## config.mk

```make
export PLATFORM = sky130hd
export DESIGN_NAME = addr_xbar_top
export DESIGN_NICKNAME = d
export VERILOG_FILES = /design/src/verilog/addr_xbar_pkg.sv /design/src/verilog/addr_xbar_top.sv /design/src/verilog/addr_req_router.sv /design/src/verilog/addr_decode_dync.sv /design/src/verilog/addr_map_regs.sv
export VERILOG_INCLUDE_DIRS = /design/src /design/src/verilog
export SDC_FILE = /design/constraint.sdc
export NUM_CORES = 1
export LEC_CHECK = 0
export BUFFER_PORTS_ARGS = -buffer_cell sky130_fd_sc_hd__clkbuf_2
export CAP_MARGIN = 20
export CORE_MARGIN = 2
export CORE_UTILIZATION = 30
export DETAILED_ROUTE_END_ITERATION = 12
export PLACE_DENSITY = 0.54
export REMOVE_ABC_BUFFERS = 1
export SLEW_MARGIN = 20
export SYNTH_ARGS = -nofsm -noshare
export SYNTH_HDL_FRONTEND = slang
export SYNTH_HIERARCHICAL = 1
export SYNTH_SLANG_ARGS = --single-unit
```

## constraint.sdc

```tcl
create_clock -name clk_i -period 3.3 [get_ports clk_i]
set_input_delay 0.33 -clock clk_i [delete_from_list [all_inputs] [get_ports clk_i]]
set_output_delay 0.33 -clock clk_i [all_outputs]
set_load 0.02 [all_outputs]
```

## src/verilog/addr_xbar_consts.svh

```systemverilog
// Address crossbar constants
// Widths, rule and port counts, and the configuration register map
`ifndef ADDR_XBAR_CONSTS_SVH
`define ADDR_XBAR_CONSTS_SVH

// Request address and data widths
`define ADDR_XBAR_ADDR_WIDTH 32
`define ADDR_XBAR_DATA_WIDTH 32

// Size of the live address map and number of output ports
`define ADDR_XBAR_NUM_RULES 4
`define ADDR_XBAR_NUM_PORTS 4
`define ADDR_XBAR_IDX_WIDTH 2

// Configuration register space
`define ADDR_XBAR_CFG_ADDR_WIDTH 5
`define ADDR_XBAR_RULE_STRIDE 4
`define ADDR_XBAR_FLD_START 0
`define ADDR_XBAR_FLD_END 1
`define ADDR_XBAR_FLD_IDX 2
// Control register, bit 0 enables the default port and bits 2:1 select it
`define ADDR_XBAR_REG_CTRL 16
// Any write here closes an open map update
`define ADDR_XBAR_REG_COMMIT 17

`endif
```

## src/verilog/addr_xbar_pkg.sv

```systemverilog
// Address crossbar types
// Shared by the register file, the decoder and the router
`default_nettype none

`include "addr_xbar_consts.svh"

package addr_xbar_pkg;

  // Plain vectors for the request fields and the port index
  typedef logic [`ADDR_XBAR_ADDR_WIDTH-1:0] addr_t;
  typedef logic [`ADDR_XBAR_DATA_WIDTH-1:0] data_t;
  typedef logic [`ADDR_XBAR_IDX_WIDTH-1:0] idx_t;
  typedef logic [`ADDR_XBAR_CFG_ADDR_WIDTH-1:0] cfg_addr_t;

  // One range rule of the address map
  // Start is inclusive, end is exclusive and an end of zero reaches the top
  typedef struct packed {
    idx_t  idx;
    addr_t start_addr;
    addr_t end_addr;
  } rule_t;

  // A request strobe carries one address and one data word
  typedef struct packed {
    addr_t addr;
    data_t data;
  } req_t;

  // Error strobe payload
  // Busy marks a request refused while the map was being rewritten
  typedef struct packed {
    addr_t addr;
    logic  busy;
  } err_t;

  // Single-cycle configuration write
  typedef struct packed {
    cfg_addr_t reg_addr;
    data_t     wdata;
  } cfg_wr_t;

  // Map update tracking
  typedef enum logic {
    CFG_IDLE,
    CFG_UPDATING
  } cfg_state_e;

endpackage

`default_nettype wire

```

## src/verilog/addr_xbar_top.sv

```systemverilog
// Address crossbar request side
// Register file for the live map feeding the request router and its decoder
`timescale 1ns/100ps
`default_nettype none

`include "addr_xbar_consts.svh"

module addr_xbar_top (
  input  wire logic                       clk_i,
  input  wire logic                       arst_n_i,
  // Configuration write strobe
  input  wire logic                       cfg_we_i,
  input  addr_xbar_pkg::cfg_wr_t          cfg_wr_i,
  // Request strobe
  input  wire logic                       req_valid_i,
  input  addr_xbar_pkg::req_t             req_i,
  // Routed request or error, one cycle after the request
  output logic [`ADDR_XBAR_NUM_PORTS-1:0] port_valid_o,
  output addr_xbar_pkg::req_t             port_req_o,
  output logic                            err_valid_o,
  output addr_xbar_pkg::err_t             err_o
);

  import addr_xbar_pkg::*;

  // Live map between the register file and the router
  rule_t [`ADDR_XBAR_NUM_RULES-1:0] addr_map;
  logic                             en_default;
  idx_t                             default_idx;
  logic                             config_ongoing;

  addr_map_regs u_addr_map_regs (
    .clk_i            (clk_i),
    .arst_n_i         (arst_n_i),
    .cfg_we_i         (cfg_we_i),
    .cfg_wr_i         (cfg_wr_i),
    .addr_map_o       (addr_map),
    .en_default_o     (en_default),
    .default_idx_o    (default_idx),
    .config_ongoing_o (config_ongoing)
  );

  addr_req_router u_addr_req_router (
    .clk_i            (clk_i),
    .arst_n_i         (arst_n_i),
    .req_valid_i      (req_valid_i),
    .req_i            (req_i),
    .addr_map_i       (addr_map),
    .en_default_i     (en_default),
    .default_idx_i    (default_idx),
    .config_ongoing_i (config_ongoing),
    .port_valid_o     (port_valid_o),
    .port_req_o       (port_req_o),
    .err_valid_o      (err_valid_o),
    .err_o            (err_o)
  );

endmodule

`default_nettype wire

```

## src/verilog/addr_req_router.sv

```systemverilog
// Request router
// Decodes each request strobe and issues a port strobe or an error strobe one cycle later
`timescale 1ns/100ps
`default_nettype none

`include "addr_xbar_consts.svh"

module addr_req_router (
  input  wire logic                                       clk_i,
  input  wire logic                                       arst_n_i,
  // Incoming request strobe
  input  wire logic                                       req_valid_i,
  input  addr_xbar_pkg::req_t                             req_i,
  // Live map from the register file
  input  addr_xbar_pkg::rule_t [`ADDR_XBAR_NUM_RULES-1:0] addr_map_i,
  input  wire logic                                       en_default_i,
  input  addr_xbar_pkg::idx_t                             default_idx_i,
  input  wire logic                                       config_ongoing_i,
  // One-hot port strobe with the forwarded request
  output logic [`ADDR_XBAR_NUM_PORTS-1:0]                 port_valid_o,
  output addr_xbar_pkg::req_t                             port_req_o,
  // Error strobe
  output logic                                            err_valid_o,
  output addr_xbar_pkg::err_t                             err_o
);

  import addr_xbar_pkg::*;

  idx_t dec_idx;
  logic dec_valid;
  logic dec_error;
  idx_t port_sel;

  logic [`ADDR_XBAR_NUM_PORTS-1:0] port_valid_d;
  logic                            err_valid_d;
  logic [`ADDR_XBAR_NUM_PORTS-1:0] port_valid_q;
  logic                            err_valid_q;

  // Request payload and busy flag, loaded with every strobe
  req_t req_q;
  logic busy_q;

  addr_decode_dync u_addr_decode_dync (
    .addr_i           (req_i.addr),
    .addr_map_i       (addr_map_i),
    .en_default_idx_i (en_default_i),
    .default_idx_i    (default_idx_i),
    .config_ongoing_i (config_ongoing_i),
    .idx_o            (dec_idx),
    .dec_valid_o      (dec_valid),
    .dec_error_o      (dec_error)
  );

  // A rule hit takes the rule's port, anything else falls back to the default
  assign port_sel = dec_valid ? dec_idx : default_idx_i;

  // Pick exactly one outcome for a valid strobe
  always_comb begin
    port_valid_d = '0;
    err_valid_d  = 1'b0;
    if (req_valid_i) begin
      if (config_ongoing_i) begin
        // Refused while the map is rewritten
        err_valid_d = 1'b1;
      end else if (dec_error) begin
        // No rule matched and no default port
        err_valid_d = 1'b1;
      end else begin
        port_valid_d = `ADDR_XBAR_NUM_PORTS'(1) << port_sel;
      end
    end
  end

  // Strobes last one cycle, so they are rebuilt at every edge
  always_ff @(posedge clk_i or negedge arst_n_i) begin
    if (!arst_n_i) begin
      port_valid_q <= '0;
      err_valid_q  <= 1'b0;
    end else begin
      port_valid_q <= port_valid_d;
      err_valid_q  <= err_valid_d;
    end
  end

  // Payload only changes with a new strobe
  always_ff @(posedge clk_i) begin
    if (req_valid_i) begin
      req_q  <= req_i;
      // Busy separates a refused request from a decode error
      busy_q <= config_ongoing_i;
    end
  end

  assign port_valid_o = port_valid_q;
  assign port_req_o   = req_q;
  assign err_valid_o  = err_valid_q;
  assign err_o.addr   = req_q.addr;
  assign err_o.busy   = busy_q;

endmodule

`default_nettype wire

```

## src/verilog/addr_decode_dync.sv

```systemverilog
// Dynamically configured range decoder
// Maps an address to a port index through the live rule array, zero latency
`timescale 1ns/100ps
`default_nettype none

`include "addr_xbar_consts.svh"

module addr_decode_dync (
  // Address to decode
  input  addr_xbar_pkg::addr_t                            addr_i,
  // Live map, the rule at the highest position wins on overlap
  input  addr_xbar_pkg::rule_t [`ADDR_XBAR_NUM_RULES-1:0] addr_map_i,
  // Map unmatched addresses to the default index
  input  wire logic                                       en_default_idx_i,
  input  addr_xbar_pkg::idx_t                             default_idx_i,
  // The map is being rewritten and cannot be trusted
  input  wire logic                                       config_ongoing_i,
  output addr_xbar_pkg::idx_t                             idx_o,
  output logic                                            dec_valid_o,
  output logic                                            dec_error_o
);

  import addr_xbar_pkg::*;

  logic rule_hit;

  always_comb begin
    // Without a match the default decides between a default index and an error
    rule_hit    = 1'b0;
    dec_valid_o = 1'b0;
    dec_error_o = !en_default_idx_i;
    idx_o       = en_default_idx_i ? default_idx_i : idx_t'(0);

    // Ascending scan, so a later match overrides an earlier one
    for (int unsigned i = 0; i < `ADDR_XBAR_NUM_RULES; i++) begin
      rule_hit = (addr_i >= addr_map_i[i].start_addr) &&
                 ((addr_i < addr_map_i[i].end_addr) ||
                  (addr_map_i[i].end_addr == addr_t'(0)));
      if (rule_hit) begin
        dec_valid_o = 1'b1;
        dec_error_o = 1'b0;
        idx_o       = addr_map_i[i].idx;
      end
    end

    // While an update is open the result is held off
    // A match still clears the error, the caller refuses the request itself
    if (config_ongoing_i) begin
      dec_valid_o = 1'b0;
      idx_o       = default_idx_i;
    end
  end

endmodule

`default_nettype wire

```

## src/verilog/addr_map_regs.sv

```systemverilog
// Address map register file
// Holds the live range rules and the default port, and tracks open map updates
`timescale 1ns/100ps
`default_nettype none

`include "addr_xbar_consts.svh"

module addr_map_regs (
  input  wire logic                                               clk_i,
  input  wire logic                                               arst_n_i,
  input  wire logic                                               cfg_we_i,
  input  addr_xbar_pkg::cfg_wr_t                                  cfg_wr_i,
  output addr_xbar_pkg::rule_t [`ADDR_XBAR_NUM_RULES-1:0]         addr_map_o,
  output logic                                                    en_default_o,
  output addr_xbar_pkg::idx_t                                     default_idx_o,
  output logic                                                    config_ongoing_o
);

  import addr_xbar_pkg::*;

  // Register offset layout
  // The low bits pick a field inside a rule, the bits above pick the rule
  localparam int unsigned FLD_W      = $clog2(`ADDR_XBAR_RULE_STRIDE);
  localparam int unsigned RULE_IDX_W = $clog2(`ADDR_XBAR_NUM_RULES);
  localparam int unsigned RULE_REGS  = `ADDR_XBAR_NUM_RULES * `ADDR_XBAR_RULE_STRIDE;

  rule_t [`ADDR_XBAR_NUM_RULES-1:0] rules_q;
  logic                             en_default_q;
  idx_t                             default_idx_q;
  cfg_state_e                       state_q;
  cfg_state_e                       state_d;

  logic                  rule_wr;
  logic                  ctrl_wr;
  logic                  commit_wr;
  logic [RULE_IDX_W-1:0] rule_sel;
  logic [FLD_W-1:0]      field_sel;

  // Split the offset into rule number and field number
  assign field_sel = cfg_wr_i.reg_addr[FLD_W-1:0];
  assign rule_sel  = cfg_wr_i.reg_addr[FLD_W +: RULE_IDX_W];

  // A rule write needs an offset inside the rule block and a defined field
  // The spare field slot of each rule is ignored like any other unused offset
  assign rule_wr = cfg_we_i && (cfg_wr_i.reg_addr < cfg_addr_t'(RULE_REGS)) &&
                   ((field_sel == FLD_W'(`ADDR_XBAR_FLD_START)) ||
                    (field_sel == FLD_W'(`ADDR_XBAR_FLD_END)) ||
                    (field_sel == FLD_W'(`ADDR_XBAR_FLD_IDX)));

  assign ctrl_wr   = cfg_we_i && (cfg_wr_i.reg_addr == cfg_addr_t'(`ADDR_XBAR_REG_CTRL));
  assign commit_wr = cfg_we_i && (cfg_wr_i.reg_addr == cfg_addr_t'(`ADDR_XBAR_REG_COMMIT));

  // One register slice per rule, each written in place
  for (genvar r = 0; r < `ADDR_XBAR_NUM_RULES; r++) begin : g_rule
    always_ff @(posedge clk_i or negedge arst_n_i) begin
      if (!arst_n_i) begin
        // Start equal to end leaves the rule empty, so nothing decodes yet
        rules_q[r].idx        <= '0;
        rules_q[r].start_addr <= addr_t'(1);
        rules_q[r].end_addr   <= addr_t'(1);
      end else if (rule_wr && (rule_sel == RULE_IDX_W'(r))) begin
        case (field_sel)
          FLD_W'(`ADDR_XBAR_FLD_START): begin
            rules_q[r].start_addr <= addr_t'(cfg_wr_i.wdata);
          end
          FLD_W'(`ADDR_XBAR_FLD_END): begin
            rules_q[r].end_addr <= addr_t'(cfg_wr_i.wdata);
          end
          default: begin
            // Only the index field is left once rule_wr has filtered the offset
            rules_q[r].idx <= cfg_wr_i.wdata[`ADDR_XBAR_IDX_WIDTH-1:0];
          end
        endcase
      end
    end
  end

  // Control register with the default port setting
  always_ff @(posedge clk_i or negedge arst_n_i) begin
    if (!arst_n_i) begin
      en_default_q  <= 1'b0;
      default_idx_q <= '0;
    end else if (ctrl_wr) begin
      en_default_q  <= cfg_wr_i.wdata[0];
      default_idx_q <= cfg_wr_i.wdata[`ADDR_XBAR_IDX_WIDTH:1];
    end
  end

  // Update FSM
  // The first rule write opens an update and the commit write closes it
  always_comb begin
    state_d = state_q;
    case (state_q)
      CFG_IDLE: begin
        if (rule_wr) begin
          state_d = CFG_UPDATING;
        end
      end
      CFG_UPDATING: begin
        if (commit_wr) begin
          state_d = CFG_IDLE;
        end
      end
      default: begin
        state_d = CFG_IDLE;
      end
    endcase
  end

  always_ff @(posedge clk_i or negedge arst_n_i) begin
    if (!arst_n_i) begin
      state_q <= CFG_IDLE;
    end else begin
      state_q <= state_d;
    end
  end

  // All map outputs come straight from registers
  assign addr_map_o       = rules_q;
  assign en_default_o     = en_default_q;
  assign default_idx_o    = default_idx_q;
  assign config_ongoing_o = (state_q == CFG_UPDATING);

endmodule

`default_nettype wire

```

==> results.toml <==
[timing]
maxSlewHeadroom_pct = 29.6
final.period_utilization_pct = 96.9
worst_pin_slew_ns = 1.05
period_minus_slack_ns = 3.20
fin_skew_ns = 0.0171
slew_viol_final = 0
hold_viol = 0
max_freq_ghz = 0.313
setup_viol = 0

[setup_path]
path_delay_family = "compound AO/OA/AOI/OAI gates"
r2r_cells = 13
cp_max_fo = 4
start_kind = "flip-flop"
reg2reg_setup_slack_ns = 0.10
critPathSlowestCell = "dfstp_2"
path_buf_inv = 2
reg2reg_to = "u_addr_req_router/port_valid_o[0]$_DFF_PN0_"
worstPathArrival_ns = 3.68
critPathKind = "reg -> reg"
startpoint = "u_addr_map_regs/addr_map_o[32]$_DFFE_PN1P_"
crit_end = "u_addr_req_router/port_valid_o[0]$_DFF_PN0_"
worstReg2RegStart = "u_addr_map_regs/addr_map_o[32]$_DFFE_PN1P_"
path_cells = "ha_1, nand2b_1, a31oi_1, buf_4, o21ai_2, a221oi_2, buf_4, o211ai_1, and3_1, a311oi_1, o211ai_1, mux2_4, nor3_2"
cp.depth = 13
required_ns = 3.78
slowest_delay_ns = 0.53
end_kind = "flip-flop"

[synth]
synth_cells = 1655
synth_edf_count = 65
synth-seq-cells = 338
synth_area_sq_um = 19300
yosys_warnings = 6
synth_cell_types = 66
ys_seq_area_share_pct = 45.5
ys_async_sr_fraction_pct = 80.8
synth.avg_cell_area_sq_um = 11.7
synth_flop_cell = "dfrtp_1"

[cells_and_area]
drive_above_1_share_pct = 33.7
nets = 2320
multi_input_area_sq_um = 9440
diodes = 0
area_growth_pct = 22.6
seq_area_sq_um = 8790
filler_cell_count = 6237
final_util_pct = 36.9
fin_cells = 2849

[route]
antenna_left = 0
routed_wl_mm = 55.6
drcViolationCount = 0
first_iter_violations = 671
wl_per_cell_um = 19.5
drt-pass1-iter-count = 6
via_per_inst = 4.80
num_vias = 13700

[global_routing]
grt.overflow.total = 0
grt_max_degree = 89
use_met3_pct = 3.08
grt_pass1_vias = 14200
top_usage_layer = "met2"
grt_use_met2_pct = 27.8
track_usage_pct = 16.5
use_met1_pct = 21.7
antenna_found_initial = 0
grt_pass1_wl_mm = 84.8

[placed_design]
gp_congestion = 0.863
dpl.hpwl_mm = 40.1
dp_cells = 2736
io_buffers = 206

[clock_network]
path_clk_slew_ns = 0.06
numCtsBuffers = 40
numClockSinks = 338
htree_levels = 2
worstSkewPairLatency_ns = 0.57
root_buffer = "clkbuf_16"
cts_tree = "yes"
cts_buffer_depth = 3

[pwr]
pwr_density_cell_nw_per_um2 = 572
p_leak_nw = 11.2
ir_drop_mv = 0.322
total_power_mw = 13.6

[die]
rows = 93
pin_count = 207
die_y_um = 258
initial_core_util_pct = 30.1
core_sq_um = 64100
dieArea_sq_um = 66400
die_w_um = 258

[min_path]
hp-class = "in -> reg"
hold_depth = 1

[run_status]
status = "complete, no violations"

[job]
cap_violations = 0
-- through the flow --
| stage | setup WS (ns) | cell area [sq um] | TNS (ns) | hold slack (ns) |
|---|---|---|---|---|
| 2_1_floorplan | 0.362 | 18900 | 0 | 0.0344 |
| 3_3_place_gp | -0.119 | 21700 | -0.391 | 0.420 |
| 3_5_place_dp | -0.147 | 21700 | -0.500 | 0.411 |
| 4_1_cts | 0.0113 | 23400 | 0 | 0.0182 |
| 5_1_grt | -0.0163 | 23700 | -0.0165 | 0.0428 |
| 6_report | 0.101 | 23700 | 0 | 0.0446 |
-- report_power, final --
group          leakage, nW  total [mW]  switching, mW  internal [mW]
Combinational         6.41        3.65           1.93           1.72
Clock                0.644        4.44           1.84           2.59
Sequential            4.11        5.47          0.479           4.99
-- synthesized netlist by cell type (11+ instances only) --
cell	n	area (sq um)
o21ai_0	39	195
nor2_1	35	131
dfrtp_1	265	6630
ha_1	252	3150
a21oi_1	73	365
edfxtp_1	65	1950
a211oi_1	19	143
mux2_4	32	480
a21o_1	19	143
nand2_1	60	225
buf_2	22	110
o21a_1	11	82.6
nor3_1	20	100
nand3_1	20	100
buf_4	33	248
nor4_1	33	206
inv_1	258	968
nand4_1	39	244
mux2_2	235	2650
o211ai_1	14	105
-- how the worst min path moves through the flow --
stage	start	end	slack, ns
2_1_floorplan	arst_n_i	u_addr_map_regs/addr_map_o[100]$_DFFE_PN0P_	0.03
3_3_place_gp	arst_n_i	u_addr_map_regs/addr_map_o[119]$_DFFE_PN0P_	0.42
3_5_place_dp	arst_n_i	u_addr_map_regs/addr_map_o[253]$_DFFE_PN0P_	0.41
4_1_cts	req_i[57]	u_addr_req_router/err_o[26]$_DFFE_PP_	0.02
5_1_grt	req_i[57]	u_addr_req_router/err_o[26]$_DFFE_PP_	0.04
6_report	req_i[57]	u_addr_req_router/err_o[26]$_DFFE_PP_	0.04
-- placed cells by master (no fill, tap or decap), types with 37 or more instances in the layout --
cell type,instances
a21oi_1,71
buf_4,76
clkbuf_16,41
clkbuf_2,204
dfrtp_1,265
dlygate4sd3_1,37
edfxtp_1,65
ha_1,246
inv_1,258
mux2_2,235
nand2_1,57
nand4_1,39
o21ai_0,38
-- worst reg2reg max path: stages, from the launching register on --
cell	delay, ns
dfstp_2	0.53
ha_1	0.22
nand2b_1	0.14
a31oi_1	0.18
buf_4	0.14
o21ai_2	0.07
a221oi_2	0.25
buf_4	0.18
o211ai_1	0.23
and3_1	0.27
a311oi_1	0.21
o211ai_1	0.19
mux2_4	0.32
nor3_2	0.17
-- routing by layer --
layer / share of wire [%] / wire, um
met1: 46 / 25400
met2: 48 / 26600
met3: 4.4 / 2420
met4: 2.1 / 1160
met5: 0 / 0
-- flip-flops by register name (all words and copies together) (netlist names) --
| register | cells |
|---|---|
| u_addr_req_router/busy_q | 1 |
| u_addr_map_regs/addr_map_o | 264 |
| u_addr_req_router/err_o | 32 |
| u_addr_map_regs/en_default_o | 1 |
| u_addr_map_regs/config_ongoing_o | 1 |
| u_addr_map_regs/default_idx_o | 2 |
| u_addr_req_router/err_valid_o | 1 |
| u_addr_req_router/port_valid_o | 4 |
| u_addr_req_router/port_req_o | 32 |
-- repair_timing --
action                                  4_1_cts  5_1_grt
gates resized for setup                       3       36
setup buffers                                 0        2
hold endpoints to repair                    120        0
pin swaps                                     4       25
endpoints found under the setup margin        4        4
hold buffers                                 37        0
-- final cells by class --
type / instances / area share (%)
multi-input combinational: 999 / 39.8
sequential: 338 / 37.1
tap: 855 / 4.52
clock inverter: 17 / 0.586
inverter: 258 / 4.09
timing repair buffer: 326 / 8.98
clock buffer: 56 / 4.86
-- kinds of logic after synthesis --
family	Yosys count	synth area share [%]
compound gates	228	7.69
fa+ha+maj	252	16.3
buf+inv	318	7.08
flops	338	45.5
mux	271	16.4
simple gates	248	6.99
Note: power is estimated with default switching activity, not from simulation.
